## src/include/bnn_macros.svh

```systemverilog
`ifndef BNN_MACROS_SVH
`define BNN_MACROS_SVH

// Layer geometry
`define BNN_CHANNELS 8
`define BNN_ACT_WIDTH 64

// Popcount of one 64-bit word fits in 7 bits
`define BNN_POP_WIDTH 7

// Weight words per channel, one per word position
`define BNN_WEIGHT_DEPTH 16
`define BNN_ADDR_WIDTH 4

// Sum and threshold width
`define BNN_ACC_WIDTH 12

// Weight read, popcount, accumulate
`define BNN_PIPE_DEPTH 3

`endif

```

## src/verilog/bnnPkg.sv

```systemverilog
`default_nettype none

`include "bnn_macros.svh"

package bnnPkg;

  typedef logic [`BNN_ACT_WIDTH-1:0] actWordT;
  typedef logic [`BNN_ADDR_WIDTH-1:0] addrT;
  typedef logic [`BNN_POP_WIDTH-1:0] popT;
  typedef logic [`BNN_ACC_WIDTH-1:0] accT;
  typedef logic [$clog2(`BNN_CHANNELS)-1:0] chanT;
  typedef logic [`BNN_CHANNELS-1:0] chanVecT;
  typedef accT [`BNN_CHANNELS-1:0] accVecT;

  // Accumulator opcode that travels with each word
  typedef enum logic [1:0] {
    accHold,
    accLoad,
    accAdd
  } accOpE;

  typedef enum logic [1:0] {
    seqAccept,
    seqDrain,
    seqResult
  } seqStateE;

endpackage

`default_nettype wire

```

## src/verilog/ThresholdUnit.sv

```systemverilog
`timescale 1ns/1ps
`default_nettype none

`include "bnn_macros.svh"

module ThresholdUnit (
  input  logic             clk,
  input  logic             arstN,
  input  logic             thrWe,
  input  bnnPkg::chanT     thrChannel,
  input  bnnPkg::accT      thrData,
  input  bnnPkg::accVecT   accSums,
  output bnnPkg::chanVecT  resBits
);

  bnnPkg::accT thresholds [`BNN_CHANNELS];

  always_ff @(posedge clk or negedge arstN) begin
    if (!arstN) begin
      for (int ch = 0; ch < `BNN_CHANNELS; ch++) begin
        thresholds[ch] <= '0;
      end
    end else if (thrWe) begin
      thresholds[thrChannel] <= thrData;
    end
  end

  // Batch-norm style sign decision, one bit per channel
  always_ff @(posedge clk or negedge arstN) begin
    if (!arstN) begin
      resBits <= '0;
    end else begin
      for (int ch = 0; ch < `BNN_CHANNELS; ch++) begin
        resBits[ch] <= (accSums[ch] >= thresholds[ch]);  // Equal counts as 1
      end
    end
  end

endmodule

`default_nettype wire

```

## config.mk

```make
export PLATFORM = sky130hd
export DESIGN_NAME = ThresholdUnit
export DESIGN_NICKNAME = d
export VERILOG_FILES = /design/src/verilog/bnnPkg.sv /design/src/verilog/ThresholdUnit.sv
export VERILOG_INCLUDE_DIRS = /design/src /design/src/include
export SDC_FILE = /design/constraint.sdc
export NUM_CORES = 1
export LEC_CHECK = 0
export BUFFER_PORTS_ARGS = -buffer_cell sky130_fd_sc_hd__buf_4
export CAP_MARGIN = 25
export CELL_PAD_IN_SITES_DETAIL_PLACEMENT = 1
export CELL_PAD_IN_SITES_GLOBAL_PLACEMENT = 1
export CORE_UTILIZATION = 43
export CTS_CLUSTER_SIZE = 16
export DETAILED_ROUTE_END_ITERATION = 7
export PLACE_DENSITY_LB_ADDON = 0.25
export SLEW_MARGIN = 25
export SYNTH_ARGS = -nofsm -noshare
export SYNTH_HDL_FRONTEND = slang
export SYNTH_SLANG_ARGS = --single-unit
```

## constraint.sdc

```tcl
create_clock -name clk -period 1.65 [get_ports clk]
set_input_delay 0.4125 -clock clk [delete_from_list [all_inputs] [get_ports clk]]
set_output_delay 0.4125 -clock clk [all_outputs]
set_load 0.02 [all_outputs]
```

## Yosys cells after proc, flatten, opt, wreduce, memory -nomap -nowiden

Index checks and enable logic that the tools add are counted.

- Register bits: 104
- Logic and storage cells: 24
- Input port bits: 114

- Order comparisons: 10
- Bitwise logic cells: 1
- Reductions and logical operators: 1
- Multiplexer cells: 3

Operators by type and width:

| operator | number |
|---|---|
| $bwmux 96 | 1 |
| $ge 12x12->1 | 8 |
| $demux 12 s3 | 1 |
| $mux 12 | 1 |
| $ge 4x4->1 const B | 1 |
| $lt 4x1->1 const B | 1 |
| $not 3->4 | 1 |
| $logic_and 1x1->1 | 1 |

## Logic depth before layout (Yosys ltp)

- Word-level depth: 6
- Depth in mapped cells: 6
- Mapped depth without buffers: 6

## Worst setup path after synthesis

Ideal clock, no wire load.

- Path kind: in2reg
- Start: input port accSums[24] in the netlist's numbering
- End: register resBits[2]
- Data arrival time: 1.411 ns
- Cell stages on the path: 6
- Slack: 0.113 ns
- Buffers on the path: 0
- Data required time: 1.524 ns
- Cells stage by stage: inv_1 ha_1 nand2b_1 a211oi_1 o21ai_0 a221o_1

- Word-level cells in the longest chain between the ends: 1

RTL lines:

| what | RTL line | source |
|---|---|---|
| from (decl) | ThresholdUnit.sv:12 | `input bnnPkg::accVecT accSums,` |
| $ge 12x12->1 | ThresholdUnit.sv:34 | `resBits[ch] <= (accSums[ch] >= thresholds[ch]);` |
| to (signal, indexed assignment) | ThresholdUnit.sv:34 |  |
| to (decl) | ThresholdUnit.sv:13 | `output bnnPkg::chanVecT resBits` |

Every way passes these cells.
A chain may end at the register's enable or synchronous reset.

## Final worst setup path

- Start: register thresholds[12] in the netlist's numbering
- End: register resBits[6]

- Word-level cells in the longest chain between the ends: 1

RTL lines:

| what | RTL line | source |
|---|---|---|
| from (decl) | ThresholdUnit.sv:16 | `` bnnPkg::accT thresholds [`BNN_CHANNELS]; `` |
| from (signal, indexed assignment) | ThresholdUnit.sv:24 | `thresholds[thrChannel] <= thrData;` |
| $ge 12x12->1 | ThresholdUnit.sv:34 |  |

Every way passes these cells.

==> key figures <==
Power
  – Clk network pwr share: 0.263
  – Overall power: 7.83 mW
  – Combinational power share: 0.308
  – Seq pwr share: 0.429
  – Switching share of power: 0.306
  – Internal power: 5.43 mW
  – Max VDD drop: 508 uV
  – Power per cell area: 1040 mW/mm2
  – Sw Pwr: 2.39 mW
  – P_leak: 3.86 nW

Critical path
  – Reg2reg end: resBits[6]$_DFF_PN0_
  – Reg2reg start: thresholds[12]$_DFFE_PN0P_
  – Max stage delay on crit path: 0.41 ns
  – Reg2reg path depth: 5
  – Crit-path cells: ha_1, nand2b_1, a211oi_2, o21ai_1, a221o_1
  – Crit path kind: reg -> reg
  – CP bufs+invs: 0
  – CP startpoint kind: flop
  – Reg2Reg Setup Slack: 0.06 ns
  – CP Depth: 5
  – Top delay family on crit path: compound AO/OA/AOI/OAI gates
  – Critical Path Fanout Max: 2
  – Arrival @ worst endpoint: 1.82 ns
  – Crit path capture type: flop
  – CP required: 1.88 ns
  – CP Launch Point: thresholds[12]$_DFFE_PN0P_
  – Slowest CP cell: dfrtp_1
  – Worst setup path end: resBits[6]$_DFF_PN0_

Global routing
  – Largest net degree at the start of global routing: 44
  – First-pass GRT wire length: 25.6 mm
  – Vias in the first global route: 5,057
  – GRT Total Usage: 0.233
  – GRT overflow: 0
  – Initial antenna violation count: 0

Cells and area
  – Multi-input gate area: 0.00301 mm2
  – Layout Cells excl Fill: 893
  – Final Cell Area: 0.00755 mm2
  – Fin nets: 922
  – Area taken by flip-flops and latches: 0.00260 mm2
  – Layout area overhead: 25.3%
  – Antenna fix cells: 0
  – Commonest non-fill, non-tap cell in the layout: buf_4
  – Util after Layout: 0.562
  – Layout fillers: 1,491
  – Most frequent cells in the layout: 128 x buf_4, 104 x dfrtp_1, 103 x inv_1
  – Layout cells sized above 1: 0.289

Place
  – Dpl cell area: 0.00724 mm2
  – GP Congestion: 0.815
  – Placed Cells: 876
  – Setup WS pre-CTS: -0.0867 ns
  – PortBufs: 121
  – Post-DP HPWL: 11.9 mm

Routing
  – DR iter-0 viols: 129
  – Pre-antenna DRT Iters: 4
  – Via/cell ratio: 5.25
  – Detailed-route wire length: 15.7 mm
  – Vias: 4,689
  – Wire per inst: 17.6 um
  – Routed Antenna Nets: 0
  – # DRC: 0

Synthesis
  – Post-synth cell types: 22
  – Simple logic cell fraction of the synthesized area: 0.0654
  – Largest family of logic cells by synthesized area: adder cells
  – Compound-cell area share of the yosys netlist: 0.133
  – Synthesized area per cell: 10.4 um2
  – Mapped Area: 0.00603 mm2
  – Syn Inst Count: 580
  – Mux contribution to synthesized area: 0.0971
  – Adder-Cell Fraction of Synth Area: 0.199
  – Post-synth net total: 790
  – XOR/XNOR Fraction of Synth Area: 0
  – Synthesized flop and latch total: 104
  – Synthesis Warnings: 0
  – Post-synthesis sequential area ratio: 0.432

STA
  – Setup WS post-layout: 0.0570 ns
  – Fmax: 0.628 GHz
  – Fin crit period: 1.59 ns
  – Skew final: 0.00279 ns
  – Worst-Margin Slew: 0.364 ns
  – Hold Vio Cnt, Final: 0
  – Max-slew violations: 0
  – Final-report setup violation count: 0
  – Worst slew margin: 0.757
  – Final TNS setup: 0 ns
  – RSZ-0062 raised after global routing: no
  – Final hold slack: 0.394 ns
  – Final cycle utilization of the critical path: 0.965

Floorplanning
  – Die Y: 120 um
  – Starting Density: 0.448
  – Ports: 122
  – Core ar.: 0.0135 mm2
  – Die area: 0.0145 mm2
  – Die Width: 120 um
  – Std-Cell Rows: 42

Clock tree
  – Clock sink total: 104
  – TritonCTS clock tree: done
  – Root Buffer: clkbuf_16
  – Skew-Pair Late Insertion Delay: 0.34 ns
  – Total CTS buffers: 9
  – Worst-path clk slew: 0.07 ns
  – Clock Tree Buf Depth: 2
  – H-tree depth: 3

Run status
  – Status: finished, final reports clean

Hold path
  – Worst Hold Class: in -> reg

Flow run
  – Max-capacitance violation count: 0
[flip-flops by register name, indices dropped and copies added, names as in the netlist]
name        count
thresholds     96
resBits         8
[worst min-delay path, cell delays in order]
cell and delay, ns:
buf_4 0.17, nand2_1 0.06, o21ai_0 0.06
[how the worst min path moves through the flow]
stage                     start                         end  slack, ns  depth (start not counted)
global route        thrData[10]  thresholds[94]$_DFFE_PN0P_       0.41                          3
global placement          arstN  thresholds[55]$_DFFE_PN0P_       0.35                          1
finish              thrData[10]  thresholds[94]$_DFFE_PN0P_       0.39                          3
detailed placement        arstN        resBits[3]$_DFF_PN0_       0.35                          1
CTS                  thrData[2]  thresholds[74]$_DFFE_PN0P_       0.40                          3
floorplan                 arstN        resBits[0]$_DFF_PN0_       0.12                          0
[power groups by stage]
stage / Clock (mW) / Combinational [mW] / Sequential [mW]
floorplan: 0 / 1.41 / 3.39
global placement: 0 / 2.20 / 3.37
detailed placement: 0 / 2.40 / 3.40
CTS: 2.10 / 2.43 / 3.36
global route: 2.19 / 2.74 / 3.42
finish: 2.06 / 2.41 / 3.36
[what timing repair did]
action / in CTS / in global routing
hold buffers: 1 / 0
setup buffers: 0 / 0
gates resized for setup: 0 / 7
endpoints found under the hold margin: 22 / 0
endpoints found under the setup margin: 0 / 4
[final cells by class]
type | count | area share
multi-input combinational | 361 | 0.398
sequential | 104 | 0.344
timing repair buffer | 133 | 0.139
inverter | 103 | 0.0512
clock buffer | 13 | 0.0358
tap | 176 | 0.0291
clock inverter | 3 | 0.00199
[cells in the mapped netlist]
| cell | n | area share |
|---|---|---|
| a211oi_1 | 22 | 0.027 |
| a21o_1 | 16 | 0.020 |
| a21oi_1 | 11 | 0.0091 |
| a221o_1 | 7 | 0.012 |
| buf_2 | 8 | 0.0066 |
| clkbuf_1 | 4 | 0.0025 |
| dfrtp_1 | 104 | 0.43 |
| ha_1 | 96 | 0.20 |
| inv_1 | 103 | 0.064 |
| mux2_2 | 52 | 0.097 |
| nand2_1 | 55 | 0.034 |
| nand2b_1 | 8 | 0.0083 |
| nand4_1 | 9 | 0.0093 |
| nand4b_1 | 3 | 0.0044 |
| nor2_1 | 1 | 0.00062 |
| nor2b_1 | 1 | 0.0010 |
| nor3_1 | 2 | 0.0017 |
| nor3_2 | 1 | 0.0017 |
| nor3b_2 | 2 | 0.0042 |
| o21ai_0 | 65 | 0.054 |
| o21ai_1 | 3 | 0.0025 |
| o21bai_1 | 7 | 0.0087 |
[layer usage]
layer  share of wire  GRT usage  vias to the layer above
met5               0          0                        -
met4           0.016     0.0764                        0
met3           0.028     0.0250                       23
met2            0.51      0.410                       94
met1            0.45      0.298                     2318
li1                -          -                     2254
[cells by family (layout without fill, tap and decap cells)]
kind of cell,after synthesis,count (layout)
adders and majority gates,96,96
AOI/OAI and AO/OA,131,131
muxes,52,52
DFF,104,104
and+or+nand+nor,82,82
buffers and inverters,115,252
(Power assumes the default switching activity.)
