### config.mk
export PLATFORM = sky130hd
export DESIGN_NAME = LayerSequencer_flat
export DESIGN_NICKNAME = d
export VERILOG_FILES = /design/src/verilog/bnnPkg.sv /design/src/verilog/coreCtrlIf.sv /design/src/verilog/LayerSequencer.sv /design/src/flat_wrapper.sv
export VERILOG_INCLUDE_DIRS = /design/src /design/src/include
export SDC_FILE = /design/constraint.sdc
export NUM_CORES = 1
export LEC_CHECK = 0
export BUFFER_PORTS_ARGS = -buffer_cell sky130_fd_sc_hd__buf_2
export CAP_MARGIN = 20
export CORE_MARGIN = 5
export CORE_UTILIZATION = 36
export DETAILED_ROUTE_END_ITERATION = 8
export MAX_ROUTING_LAYER = met4
export PLACE_DENSITY_LB_ADDON = 0.2
export SYNTH_ARGS = -nofsm -noshare
export SYNTH_HDL_FRONTEND = slang
export SYNTH_SLANG_ARGS = --single-unit
### constraint.sdc
create_clock -name clk -period 4.7 [get_ports clk]
set_clock_uncertainty 0.15 [all_clocks]
set_input_delay 0.94 -clock clk [delete_from_list [all_inputs] [get_ports clk]]
set_output_delay 0.94 -clock clk [all_outputs]
set_load 0.005 [all_outputs]
### src/include/bnn_macros.svh
`ifndef BNN_MACROS_SVH
`define BNN_MACROS_SVH

// Layer geometry
`define BNN_CHANNELS 8
`define BNN_ACT_WIDTH 64

// Popcount of one 64-bit word fits in 7 bits
`define BNN_POP_WIDTH 7

// Weight words per channel, one per word position
`define BNN_WEIGHT_DEPTH 16
`define BNN_ADDR_WIDTH 4

// Sum and threshold width
`define BNN_ACC_WIDTH 12

// Weight read, popcount, accumulate
`define BNN_PIPE_DEPTH 3

`endif

### src/verilog/bnnPkg.sv
`default_nettype none

`include "bnn_macros.svh"

package bnnPkg;

  typedef logic [`BNN_ACT_WIDTH-1:0] actWordT;
  typedef logic [`BNN_ADDR_WIDTH-1:0] addrT;
  typedef logic [`BNN_POP_WIDTH-1:0] popT;
  typedef logic [`BNN_ACC_WIDTH-1:0] accT;
  typedef logic [$clog2(`BNN_CHANNELS)-1:0] chanT;
  typedef logic [`BNN_CHANNELS-1:0] chanVecT;
  typedef accT [`BNN_CHANNELS-1:0] accVecT;

  // Accumulator opcode that travels with each word
  typedef enum logic [1:0] {
    accHold,
    accLoad,
    accAdd
  } accOpE;

  typedef enum logic [1:0] {
    seqAccept,
    seqDrain,
    seqResult
  } seqStateE;

endpackage

`default_nettype wire

### src/verilog/coreCtrlIf.sv
`timescale 1ns/1ps
`default_nettype none

interface coreCtrlIf;

  bnnPkg::actWordT actWord;     // Word accepted this cycle
  bnnPkg::addrT    weightAddr;  // Its position in the result
  bnnPkg::accOpE   accOp;       // accHold when nothing accepted
  bnnPkg::accVecT  accSums;

  modport seq (
    output actWord,
    output weightAddr,
    output accOp
  );

  modport core (
    input  actWord,
    input  weightAddr,
    input  accOp,
    output accSums
  );

endinterface

`default_nettype wire
### src/verilog/LayerSequencer.sv
`timescale 1ns/1ps
`default_nettype none

`include "bnn_macros.svh"

module LayerSequencer (
  input  logic            clk,
  input  logic            arstN,
  input  logic            actValid,
  output logic            actReady,
  input  bnnPkg::actWordT actWord,
  input  bnnPkg::addrT    numWords,
  output logic            resValid,
  input  logic            resReady,
  coreCtrlIf.seq          ctrl
);

  // Drain covers the core pipeline plus the compare register
  localparam int CntW = $clog2(`BNN_PIPE_DEPTH + 1);
  localparam logic [CntW-1:0] DrainLast = CntW'(`BNN_PIPE_DEPTH);

  bnnPkg::seqStateE state;
  bnnPkg::addrT     wordIdx;
  bnnPkg::addrT     lastIdx;   // numWords as sampled with the first word
  bnnPkg::addrT     curLast;
  logic [CntW-1:0]  drainCnt;
  logic             actFire;
  logic             isFirst;
  logic             isLast;

  assign actReady = (state == bnnPkg::seqAccept);
  assign resValid = (state == bnnPkg::seqResult);
  assign actFire  = actValid && actReady;

  assign isFirst = (wordIdx == '0);
  assign curLast = isFirst ? numWords : lastIdx;  // Count not yet registered on word 0
  assign isLast  = (wordIdx == curLast);

  assign ctrl.actWord    = actWord;
  assign ctrl.weightAddr = wordIdx;
  assign ctrl.accOp      = !actFire ? bnnPkg::accHold :
                           (isFirst ? bnnPkg::accLoad : bnnPkg::accAdd);

  always_ff @(posedge clk or negedge arstN) begin
    if (!arstN) begin
      state    <= bnnPkg::seqAccept;
      wordIdx  <= '0;
      lastIdx  <= '0;
      drainCnt <= '0;
    end else begin
      case (state)
        bnnPkg::seqAccept: begin
          if (actFire) begin
            if (isFirst) lastIdx <= numWords;
            if (isLast) begin
              wordIdx  <= '0;
              drainCnt <= '0;
              state    <= bnnPkg::seqDrain;
            end else begin
              wordIdx <= wordIdx + bnnPkg::addrT'(1);
            end
          end
        end
        bnnPkg::seqDrain: begin
          if (drainCnt == DrainLast) state <= bnnPkg::seqResult;
          else drainCnt <= drainCnt + 1'b1;
        end
        bnnPkg::seqResult: begin
          // Hold until the result is taken
          if (resReady) state <= bnnPkg::seqAccept;
        end
        default: state <= bnnPkg::seqAccept;
      endcase
    end
  end

endmodule

`default_nettype wire

### src/flat_wrapper.sv
// flat-port wrapper written by rule: the top's interface ports become plain ports
module LayerSequencer_flat 
  (clk, arstN, actValid, actReady, actWord, numWords, resValid, resReady, ctrl_actWord, ctrl_weightAddr, ctrl_accOp);
  coreCtrlIf ctrl_i ();
  input  logic clk;
  input  logic arstN;
  input  logic actValid;
  output logic actReady;
  input  bnnPkg::actWordT actWord;
  input  bnnPkg::addrT numWords;
  output logic resValid;
  input  logic resReady;
  output wire logic [$bits(ctrl_i.actWord)-1:0] ctrl_actWord;
  output wire logic [$bits(ctrl_i.weightAddr)-1:0] ctrl_weightAddr;
  output wire logic [$bits(ctrl_i.accOp)-1:0] ctrl_accOp;
  assign ctrl_actWord = ctrl_i.actWord;
  assign ctrl_weightAddr = ctrl_i.weightAddr;
  assign ctrl_accOp = ctrl_i.accOp;
  LayerSequencer u_core (.clk(clk), .arstN(arstN), .actValid(actValid), .actReady(actReady), .actWord(actWord), .numWords(numWords), .resValid(resValid), .resReady(resReady), .ctrl(ctrl_i));
endmodule
Word-level counts from Yosys, hierarchy flattened
Cells that the tools add are included.

word-level totals
  register bits after elaboration = 12
  output and inout bits = 72
  logic and storage cells = 35

operators by class
  add/sub/neg operators = 2
  eq/ne operators = 9
  multiplexer cells = 13
  reductions and logical operators = 7

operators with widths
  kind                 count
  $mux 2               9
  $mux 4               2
  $reduce_and 4->1     2
  $ne 2x2->1 const B   3
  $pmux 2 s3           1
  $add 4x1->4 const B  1
  $eq 2x2->1 const B   2
  $eq 4x4->1           1
  $logic_not 4->1      1
  $ne 2x1->1 const B   2
  $pmux 2 s2           1
  $add 2x1->2 const B  1
  $eq 2x1->1 const B   1
  $logic_not 2->1      1
  $reduce_and 2->1     1
  $reduce_bool 2->1    1
  $logic_and 1x1->1    1

Depth between registers and ports, before layout
Gate-level depths: netlist of the first run.

  depth after elaboration = 6
  gate-level depth with buffers = 7
  gate-level depth less buffers = 7

Worst setup path before layout of the first run
OpenSTA, ideal clock, no wires.

  path kind = input to output
  start = input port actValid
  end = output port ctrl_accOp[0]
  arrival = 1300 ps
  data required time = 3610 ps
  setup slack = 2310 ps
  stages on the path = 3
  buffers on the path = 0
  cell sequence = and2_1 -> nand2_1 -> inv_1

between the ends
  longest elaborated chain between the ends = 2

ends and longest elaborated chain
  what               RTL line              text
  from (decl)        flat_wrapper.sv:7     input logic actValid;
  $logic_and 1x1->1  LayerSequencer.sv:33  assign actFire = actValid && actReady;
  $mux 2             LayerSequencer.sv:41  assign ctrl.accOp = !actFire ? bnnPkg::accHold :
  to (decl)          flat_wrapper.sv:15    output wire logic [$bits(ctrl_i.accOp)-1:0] ctrl_accOp;

No other way between the ends.

Worst setup path in the final report of the first run
  start = register u_core.wordIdx[0], in the netlist u_core.ctrl.weightAddr[0]
  end = output port ctrl_accOp[0]

between the ends
  longest elaborated chain between the ends = 3

ends and longest elaborated chain
  what                    RTL line              text
  from (decl)             LayerSequencer.sv:23  bnnPkg::addrT wordIdx;
  from (signal assigned)  LayerSequencer.sv:60  wordIdx <= wordIdx + bnnPkg::addrT'(1);
  $logic_not 4->1         LayerSequencer.sv:35  assign isFirst = (wordIdx == '0);
  $mux 2                  LayerSequencer.sv:42  (isFirst ? bnnPkg::accLoad : bnnPkg::accAdd);
  $mux 2                  LayerSequencer.sv:41

No other way between the ends.

==> out/results.tsv, run 1 <==
metric	value	unit
r2r_start	u_core.ctrl.weightAddr[0]$_DFFE_PN0P_	
leakage	0.420	nW
hp-class	register to register	
dr.pass1.iters	2	
crit_arrival	1.75	ns
htreeDepth	1	
tritoncts	built	
period_minus_slack	2.84	ns
seqCellArea	300	um2
cts_root_buf	clkbuf_4	
grt_pass1_vias	711	
ant_nets	0	
post-place-ws	2.02	ns
endpoint_kind	output pin	
cts_made_buffers	3	
status	complete, no violations	
die_h	67.5	um
multi_input_area	380	um2
routedWlPerCell	15.4	um
hpwl	1.60	mm
yosys_warnings	0	
drt_iter0_drc	8	
slew-limit-headroom	60.6	%
clk_latency	0.28	ns
final_common_cell	buf_2	
fin_hold_ws	0.362	ns
grt_max_degree	13	
power_per_cell_area	622	nW/um2
tns	0	ns
routed_wl	2.05	mm
hold_viol_final	0	
ir_drop	217	uV
clkSinkCount	12	
cts_buffer_depth	2	
grt_pass1_wl	3.35	mm
io_pins	144	
antenna_found_initial	0	
ys_ff_latch	12	
synth_nets	210	
crit_fanout	6	
clock.fmax	0.352	GHz
grt_usage	9.98	%
setup_violations	0	
ys_seq_area_share	25.2	%
syn_avg_cell_area	8.82	um2
mostFrequentLayoutCells	15 x buf_2, 12 x dfrtp_1, 10 x nand2_1	
postSynthCellCount	135	
via_per_inst	4.62	
post_cts_buffers	0	
nNetsFinal	165	
clkTransAtPathRegs	0.08	ns
n_antenna_cell	0	
numPortBuffers	15	
worstSetupPathType	register to output pin	
gp_congestion	0.742	
drc	0	
dieArea	4560	um2
place_area	830	um2
syn_area	1190	um2
syn_to_final_growth	-27.3	%
setup_ws	1.86	ns
holdBufCountCts	0	
gr-total-overflow	0	
cap_viol_max_count	0	
rsz0062_at_grt	no	
die_x	67.5	um
drive_above_1_share	33.7	%
min_period_over_period	60.4	%
rows	20	
finalMaxSlewViolations	0	
worstPathRequired	3.61	ns
ctsResizeCount	0	
min_from	u_core.lastIdx[0]$_DFFE_PN0P_	
p_total	0.000538	W
cp-startpoint	u_core.ctrl.weightAddr[0]$_DFFE_PN0P_	
start_util	38.4	%
startpoint_type	register	
worstMarginPinSlew	0.586	ns
via_count	614	
core-area	3100	um2
final_area	866	um2
ys_types	30	
fillers	353	
## cell families (layout without fill, tap and decap cells)
logic type / Yosys count / count (layout) / share of synthesized area (%)
compound gates: 11 / 11 / 6.09
mux: 6 / 6 / 5.57
flops: 12 / 12 / 25.2
fa+ha+maj: 3 / 3 / 3.15
simple gates: 30 / 30 / 14.9
xor+xnor: 3 / 3 / 2.21
buf+inv: 70 / 24 / 42.9
## critical path, cell delays in order, from the launching register on
cell and delay [ns]:
dfrtp_1 0.43, inv_1 0.15, ha_1 0.24, nor3b_2 0.27
nand2_1 0.20, inv_1 0.08, buf_2 0.11
## synth_stat cells, drive strengths merged
master	number	area [um2]
a21oi	2	10.0
mux2	5	56.3
xnor2	1	8.76
nor2	6	22.5
xor2	2	17.5
and2b	1	8.76
nor3b	1	12.5
nor3	1	5.00
mux2i	1	10.0
or2	1	6.26
nand3b	1	7.51
ha	3	37.5
and2	1	6.26
o21ai	4	20.0
or3b	1	11.3
nand2	10	37.5
inv	5	18.8
nor4	1	21.3
and3b	1	8.76
buf	65	492
nand4	1	6.26
nor2b	1	6.26
a211oi	2	20.0
o31ai	3	22.5
nand3	1	5.00
dfrtp	12	300
nand2b	2	12.5
## power breakdown
part	switching [W]	internal (W)
combinational	0.000129	0.000121
clock	0.0000363	0.0000471
sequential	0.0000551	0.000150
total	0.000220	0.000319
## path summary, 6_finish.rpt
check / slack, ns / depth (start not counted) / end
max: 1.86 / 6 / ctrl_accOp[0]
min: 0.36 / 1 / u_core.lastIdx[0]$_DFFE_PN0P_
max reg2reg: 2.18 / 7 / u_core.drainCnt[0]$_DFFE_PN0P_
min reg2reg: 0.36 / 1 / u_core.lastIdx[0]$_DFFE_PN0P_
max in group asynchronous: 3.79 / 1 / u_core.ctrl.weightAddr[2]$_DFFE_PN0P_
min in group asynchronous: 0.39 / 1 / u_core.ctrl.weightAddr[1]$_DFFE_PN0P_
## routing by layer
metal | part of all wire, % | global-route usage (%)
met4 | 7.5 | 9.37
met2 | 41 | 12.5
met1 | 37 | 10.3
met5 | 0 | -
met3 | 14 | 6.32
## per-stage QoR
stage | util, % | std cells
3_3_place_gp | 26.7 | 129
2_1_floorplan | - | 135
3_5_place_dp | 26.7 | 129
6_report | 27.9 | 133
5_1_grt | 27.9 | 133
4_1_cts | 27.9 | 133
## area by class of cell
| type | instances | share of cell area [%] |
|---|---|---|
| inverters | 5 | 2.17 |
| multi-input cells | 53 | 43.9 |
| clock buffers | 4 | 4.19 |
| flip-flops and latches | 12 | 34.7 |
| repair buffers | 15 | 8.67 |
| well taps | 44 | 6.36 |
## registers in the layout, indices dropped and copies added, names as in the netlist
name / count
u_core.drainCnt: 2
u_core.lastIdx: 4
u_core.ctrl.weightAddr: 4
u_core.state: 2
No activity file was read; power rests on OpenSTA's default activity.
==> inputs of run 2 (changes only) <==
--- a/config.mk
+++ b/config.mk
@@ -9,7 +9,7 @@
 export BUFFER_PORTS_ARGS = -buffer_cell sky130_fd_sc_hd__buf_2
 export CAP_MARGIN = 20
 export CORE_MARGIN = 5
-export CORE_UTILIZATION = 36
+export CORE_UTILIZATION = 33
 export DETAILED_ROUTE_END_ITERATION = 8
 export MAX_ROUTING_LAYER = met4
 export PLACE_DENSITY_LB_ADDON = 0.2
==> constraint.sdc (replaced) <==
create_clock -name clk -period 3 [get_ports clk]
set_clock_uncertainty 0.15 [all_clocks]
set_input_delay 0.6 -clock clk [delete_from_list [all_inputs] [get_ports clk]]
set_output_delay 0.6 -clock clk [all_outputs]
set_load 0.005 [all_outputs]
==> out/results.tsv, run 2 (synthesized netlist as in run 1, its figures left out) <==
metric	value	unit	change
grt_pass1_vias	636		-11%
gr-total-overflow	0		unchanged
rows	21		+5.0%
die_x	70.1	um	+3.8%
htreeDepth	1		unchanged
worstSetupPathType	register to output pin		
drc	0		unchanged
antenna_found_initial	0		unchanged
hold_viol_final	0		unchanged
ir_drop	337	uV	+55%
final_common_cell	buf_2		
grt_max_degree	13		unchanged
grt_pass1_wl	3.33	mm	-0.63%
syn_to_final_growth	-28.3	%	
min_period_over_period	84.7	%	
ctsResizeCount	0		unchanged
crit_fanout	6		unchanged
clkTransAtPathRegs	0.08	ns	about the same
period_minus_slack	2.54	ns	
clkSinkCount	12		unchanged
worstPathCellList	inv_1 > ha_1 > nor3b_2 > nand2_1 > inv_1 > buf_2		
worstMarginPinSlew	0.586	ns	+0.000232 ns
tns	0	ns	unchanged
via_count	626		+2.0%
ant_nets	0		unchanged
finalMaxSlewViolations	0		unchanged
leakage	0.413	nW	-1.7%
tritoncts	built		
via_per_inst	4.67		+1.2%
n_antenna_cell	0		unchanged
cts_made_buffers	3		unchanged
place_area	832	um2	+0.30%
fin_cells	134		+0.75%
drive_above_1_share	33.0	%	-0.75 points
grt_usage	8.53	%	-1.4 points
slowest_delay	0.43	ns	about the same
crit_slowest_cell	dfrtp_1		
setup_violations	0		unchanged
gp_congestion	0.750		+1.1%
fillers	391		+11%
dieArea	4910	um2	+7.7%
worstPathRequired	2.25	ns	-1.36 ns
clock.fmax	0.394	GHz	
routed_wl	2.02	mm	-1.5%
status	complete, no violations		
post_cts_buffers	0		unchanged
hp-class	input pin to asynchronous set/reset pin		
cap_viol_max_count	0		unchanged
start_util	34.9	%	-3.5 points
drt_iter0_drc	28		+20
routedWlPerCell	15.1	um	-2.2%
hpwl	1.61	mm	+0.64%
critPathTopFamily	simple AND/OR/NAND/NOR gates		
cts_root_buf	clkbuf_4		
nNetsFinal	165		unchanged
cts_buffer_depth	2		unchanged
final_area	855	um2	-1.3%
rsz0062_at_grt	no		
slew-limit-headroom	60.6	%	about the same
core-area	3420	um2	+10%
die_h	70.1	um	+3.8%
fin_hold_ws	0.0511	ns	-0.311 ns
crit_top_cell	inv_1		
reg2reg_slack	0.49	ns	-1.69 ns
holdBufCountCts	0		unchanged
endpoint_kind	output pin		
io_pins	144		unchanged
cp_num_buf_inv	3		unchanged
mostFrequentLayoutCells	15 x buf_2, 12 x dfrtp_1, 10 x nand2_1		
dp_cells	131		+1.6%
startpoint_type	register		
numPortBuffers	15		unchanged
dr.pass1.iters	4		+2
power_per_cell_area	960	nW/um2	+54%
post-route-util	25.0	%	-2.9 points
crit_arrival	1.79	ns	+0.04 ns
clk_latency	0.27	ns	about the same
-- run 2: cell type report --
cell class,instances,area (um2),area share (%)
clock buffer,3,22.5,2.64
inverter,5,18.8,2.20
multi-input combinational,53,380,44.5
sequential,12,300,35.1
tap,46,57.6,6.73
timing repair buffer,15,75.1,8.78
-- run 2: metal layers --
metal | share of wire, % | up-vias | track usage, %
li1 | - | 279 | -
met1 | 41 | 286 | 10.4
met2 | 45 | 39 | 11.9
met3 | 11 | 22 | 4.16
met4 | 3.4 | 0 | 3.62
met5 | 0 | - | -
-- run 2: report_power, final --
part	total [W]	switching [W]	internal, W
logic	0.000398	0.000207	0.000190
clock network	0.000101	0.0000541	0.0000464
registers	0.000322	0.0000864	0.000236
total	0.000820	0.000348	0.000472
-- run 2: stage by stage --
step | total power [W] | worst slack, ns
6_report | 0.000820 | 0.460
3_5_place_dp | 0.000726 | 0.520
5_1_grt | 0.000905 | 0.283
4_1_cts | 0.000832 | 0.441
2_1_floorplan | 0.000682 | 0.712
3_3_place_gp | 0.000720 | 0.559
-- run 2: worst register-to-register path: cells and delay by family (launching register included) --
family                     cells  cell delay [ns]
and+or+nand+nor                3             0.93
DFF                            1             0.43
muxes                          1             0.36
adders and majority gates      1             0.24
buffers and inverters          1             0.14
AOI/OAI and AO/OA              1             0.12
-- run 2: worst paths after layout --
kind,startpoint,endpoint,cells past startpoint
hold reg to reg,u_core.lastIdx[1]$_DFFE_PN0P_,u_core.lastIdx[1]$_DFFE_PN0P_,1
hold / removal,arstN,u_core.ctrl.weightAddr[0]$_DFFE_PN0P_,1
setup / recovery,u_core.ctrl.weightAddr[0]$_DFFE_PN0P_,ctrl_accOp[0],6
max in group asynchronous,arstN,u_core.ctrl.weightAddr[1]$_DFFE_PN0P_,1
setup reg to reg,u_core.ctrl.weightAddr[0]$_DFFE_PN0P_,u_core.drainCnt[0]$_DFFE_PN0P_,7
min in group clk,resReady,u_core.state[1]$_DFFE_PN0P_,2
==> inputs of run 3 (changes only) <==
==> constraint.sdc (replaced) <==
create_clock -name clk -period 2.5 [get_ports clk]
set_clock_uncertainty 0.15 [all_clocks]
set_input_delay 0.5 -clock clk [delete_from_list [all_inputs] [get_ports clk]]
set_output_delay 0.5 -clock clk [all_outputs]
set_load 0.005 [all_outputs]
==> out/results.tsv, run 3 (synthesized netlist as in run 1, its figures left out) <==
metric	value	unit	change
grt_pass1_wl	3.48	mm	+4.6%
clk_latency	0.27	ns	about the same
combPwrFrac	53.2	%	+4.7 points
nNetsFinal	170		+3.0%
setup_violations	0		unchanged
gr-total-overflow	0		unchanged
worstMarginPinSlew	0.539	ns	-0.0473 ns
switching_share	39.6	%	-2.8 points
rows	21		unchanged
startpoint_type	register		
r2r_start	u_core.ctrl.weightAddr[0]$_DFFE_PN0P_		
reg2regPathDepth	7		unchanged
slew-limit-headroom	63.8	%	+3.2 points
core-area	3420	um2	unchanged
cts_root_buf	clkbuf_4		
power.net_switching	0.000424	W	+22%
io_pins	144		unchanged
grt_usage	9.00	%	+0.46 points
gp_congestion	0.742		-1.1%
drc	0		unchanged
antenna_found_initial	0		unchanged
leakage	0.446	nW	+8.0%
die_x	70.1	um	unchanged
grt_pass1_vias	691		+8.6%
grt_max_degree	13		unchanged
pwr-share-clk	14.3	%	+2.0 points
met2_usage	13.2	%	+1.4 points
whs_path_depth	2		
min_from	resReady		
worstPathRequired	1.85	ns	-0.40 ns
drive_above_1_share	36.2	%	+3.2 points
drt_iter0_drc	10		-64%
endpoint_kind	output pin		
worstSetupPathType	register to output pin		
p_total	0.00107	W	+31%
hp-class	input pin to register		
ant_nets	0		unchanged
htreeDepth	1		unchanged
clock.fmax	0.434	GHz	
post_cts_buffers	0		unchanged
clkSinkCount	12		unchanged
final_common_cell	buf_2		
min_period_over_period	92.2	%	
status	complete, no violations		
power_frac_seq	32.5	%	-6.8 points
cp-startpoint	u_core.ctrl.weightAddr[0]$_DFFE_PN0P_		
tns	0	ns	unchanged
busiest_layer	met2		
setup_ws	0.196	ns	-0.264 ns
hold_viol_final	0		unchanged
period_minus_slack	2.30	ns	
crit_arrival	1.65	ns	-0.14 ns
die_h	70.1	um	unchanged
numPortBuffers	15		unchanged
routed_wl	2.00	mm	-1.0%
routedWlPerCell	14.3	um	-5.3%
cap_viol_max_count	0		unchanged
clkTransAtPathRegs	0.08	ns	about the same
via_per_inst	4.57		-2.1%
via_count	640		+2.2%
start_util	34.9	%	unchanged
cts_made_buffers	3		unchanged
mostFrequentLayoutCells	15 x buf_2, 12 x dfrtp_1, 10 x nand2_1		
gr-usage-met1	9.67	%	-0.77 points
crit_fanout	5		-1
hpwl	1.64	mm	+1.5%
dr.pass1.iters	4		unchanged
internal_power	0.000647	W	+37%
fillers	395		+1.0%
finalMaxSlewViolations	0		unchanged
cts_buffer_depth	2		unchanged
dieArea	4910	um2	unchanged
post-place-ws	0.0911	ns	-0.429 ns
post-route-util	26.8	%	+1.8 points
power_per_cell_area	1170	nW/um2	+22%
n_antenna_cell	0		unchanged
grt_util_met3	4.02	%	-0.14 points
tritoncts	built		
ir_drop	342	uV	+1.7%
rsz0062_at_grt	no		
syn_to_final_growth	-23.2	%	
==> run 3: cell types whose count changed in the layout (fill, tap and decap cells not counted), sizes merged <==
cell         change
clkbuf           +1
dlygate4sd3      +1
buf              +4
==> run 3: final cells by class <==
class / count / area [um2] / share of cell area, %
Sequential cell: 12 / 300 / 32.8
Multi-Input combinational cell: 53 / 387 / 42.3
Inverter: 5 / 18.8 / 2.05
Clock buffer: 4 / 36.3 / 3.97
Timing Repair Buffer: 20 / 115 / 12.6
Tap cell: 46 / 57.6 / 6.29
==> run 3: worst max-delay path: stages (launching register included) <==
cell,delay [ns]
dfrtp_1,0.38
inv_1,0.12
ha_1,0.24
nor3b_4,0.26
nand2_1,0.20
inv_1,0.08
buf_2,0.11
==> run 3: final timing paths <==
check,to,slack [ns]
min in group asynchronous,u_core.state[0]$_DFFE_PN0P_,0.48
worst min register to register,u_core.lastIdx[1]$_DFFE_PN0P_,0.37
worst max register to register,u_core.drainCnt[1]$_DFFE_PN0P_,0.21
worst min-delay path,u_core.state[1]$_DFFE_PN0P_,0.26
worst max-delay path,ctrl_accOp[0],0.20
max in group asynchronous,u_core.lastIdx[0]$_DFFE_PN0P_,1.50
==> run 3: per-layer routing <==
layer / wire (um) / part of all wire (%)
met1: 792 / 40
met2: 896 / 45
met3: 245 / 12
met4: 69 / 3.4
met5: 0 / 0
==> run 3: through the flow <==
stage                     std cells  hold WS (ns)  area [um2]
after floorplan                 135        0.0544        1190
after global placement          135         0.247         862
after detailed placement        135         0.250         862
after CTS                       140         0.254         908
after global routing            140         0.262         915
final                           140         0.265         915
==> run 3: repair_timing <==
action                                 CTS  global route
setup endpoints to repair                0             7
hold buffers                             1             0
endpoints found under the hold margin   12             0
resized for setup                        0             1
==> run 3: power by group through the flow <==
stage          clock network (W)  logic [W]  registers (W)
6_report                0.000154   0.000570       0.000348
5_1_grt                 0.000181   0.000653       0.000363
4_1_cts                 0.000164   0.000569       0.000350
3_5_place_dp                   0   0.000565       0.000354
3_3_place_gp                   0   0.000555       0.000353
2_1_floorplan                  0   0.000463       0.000356
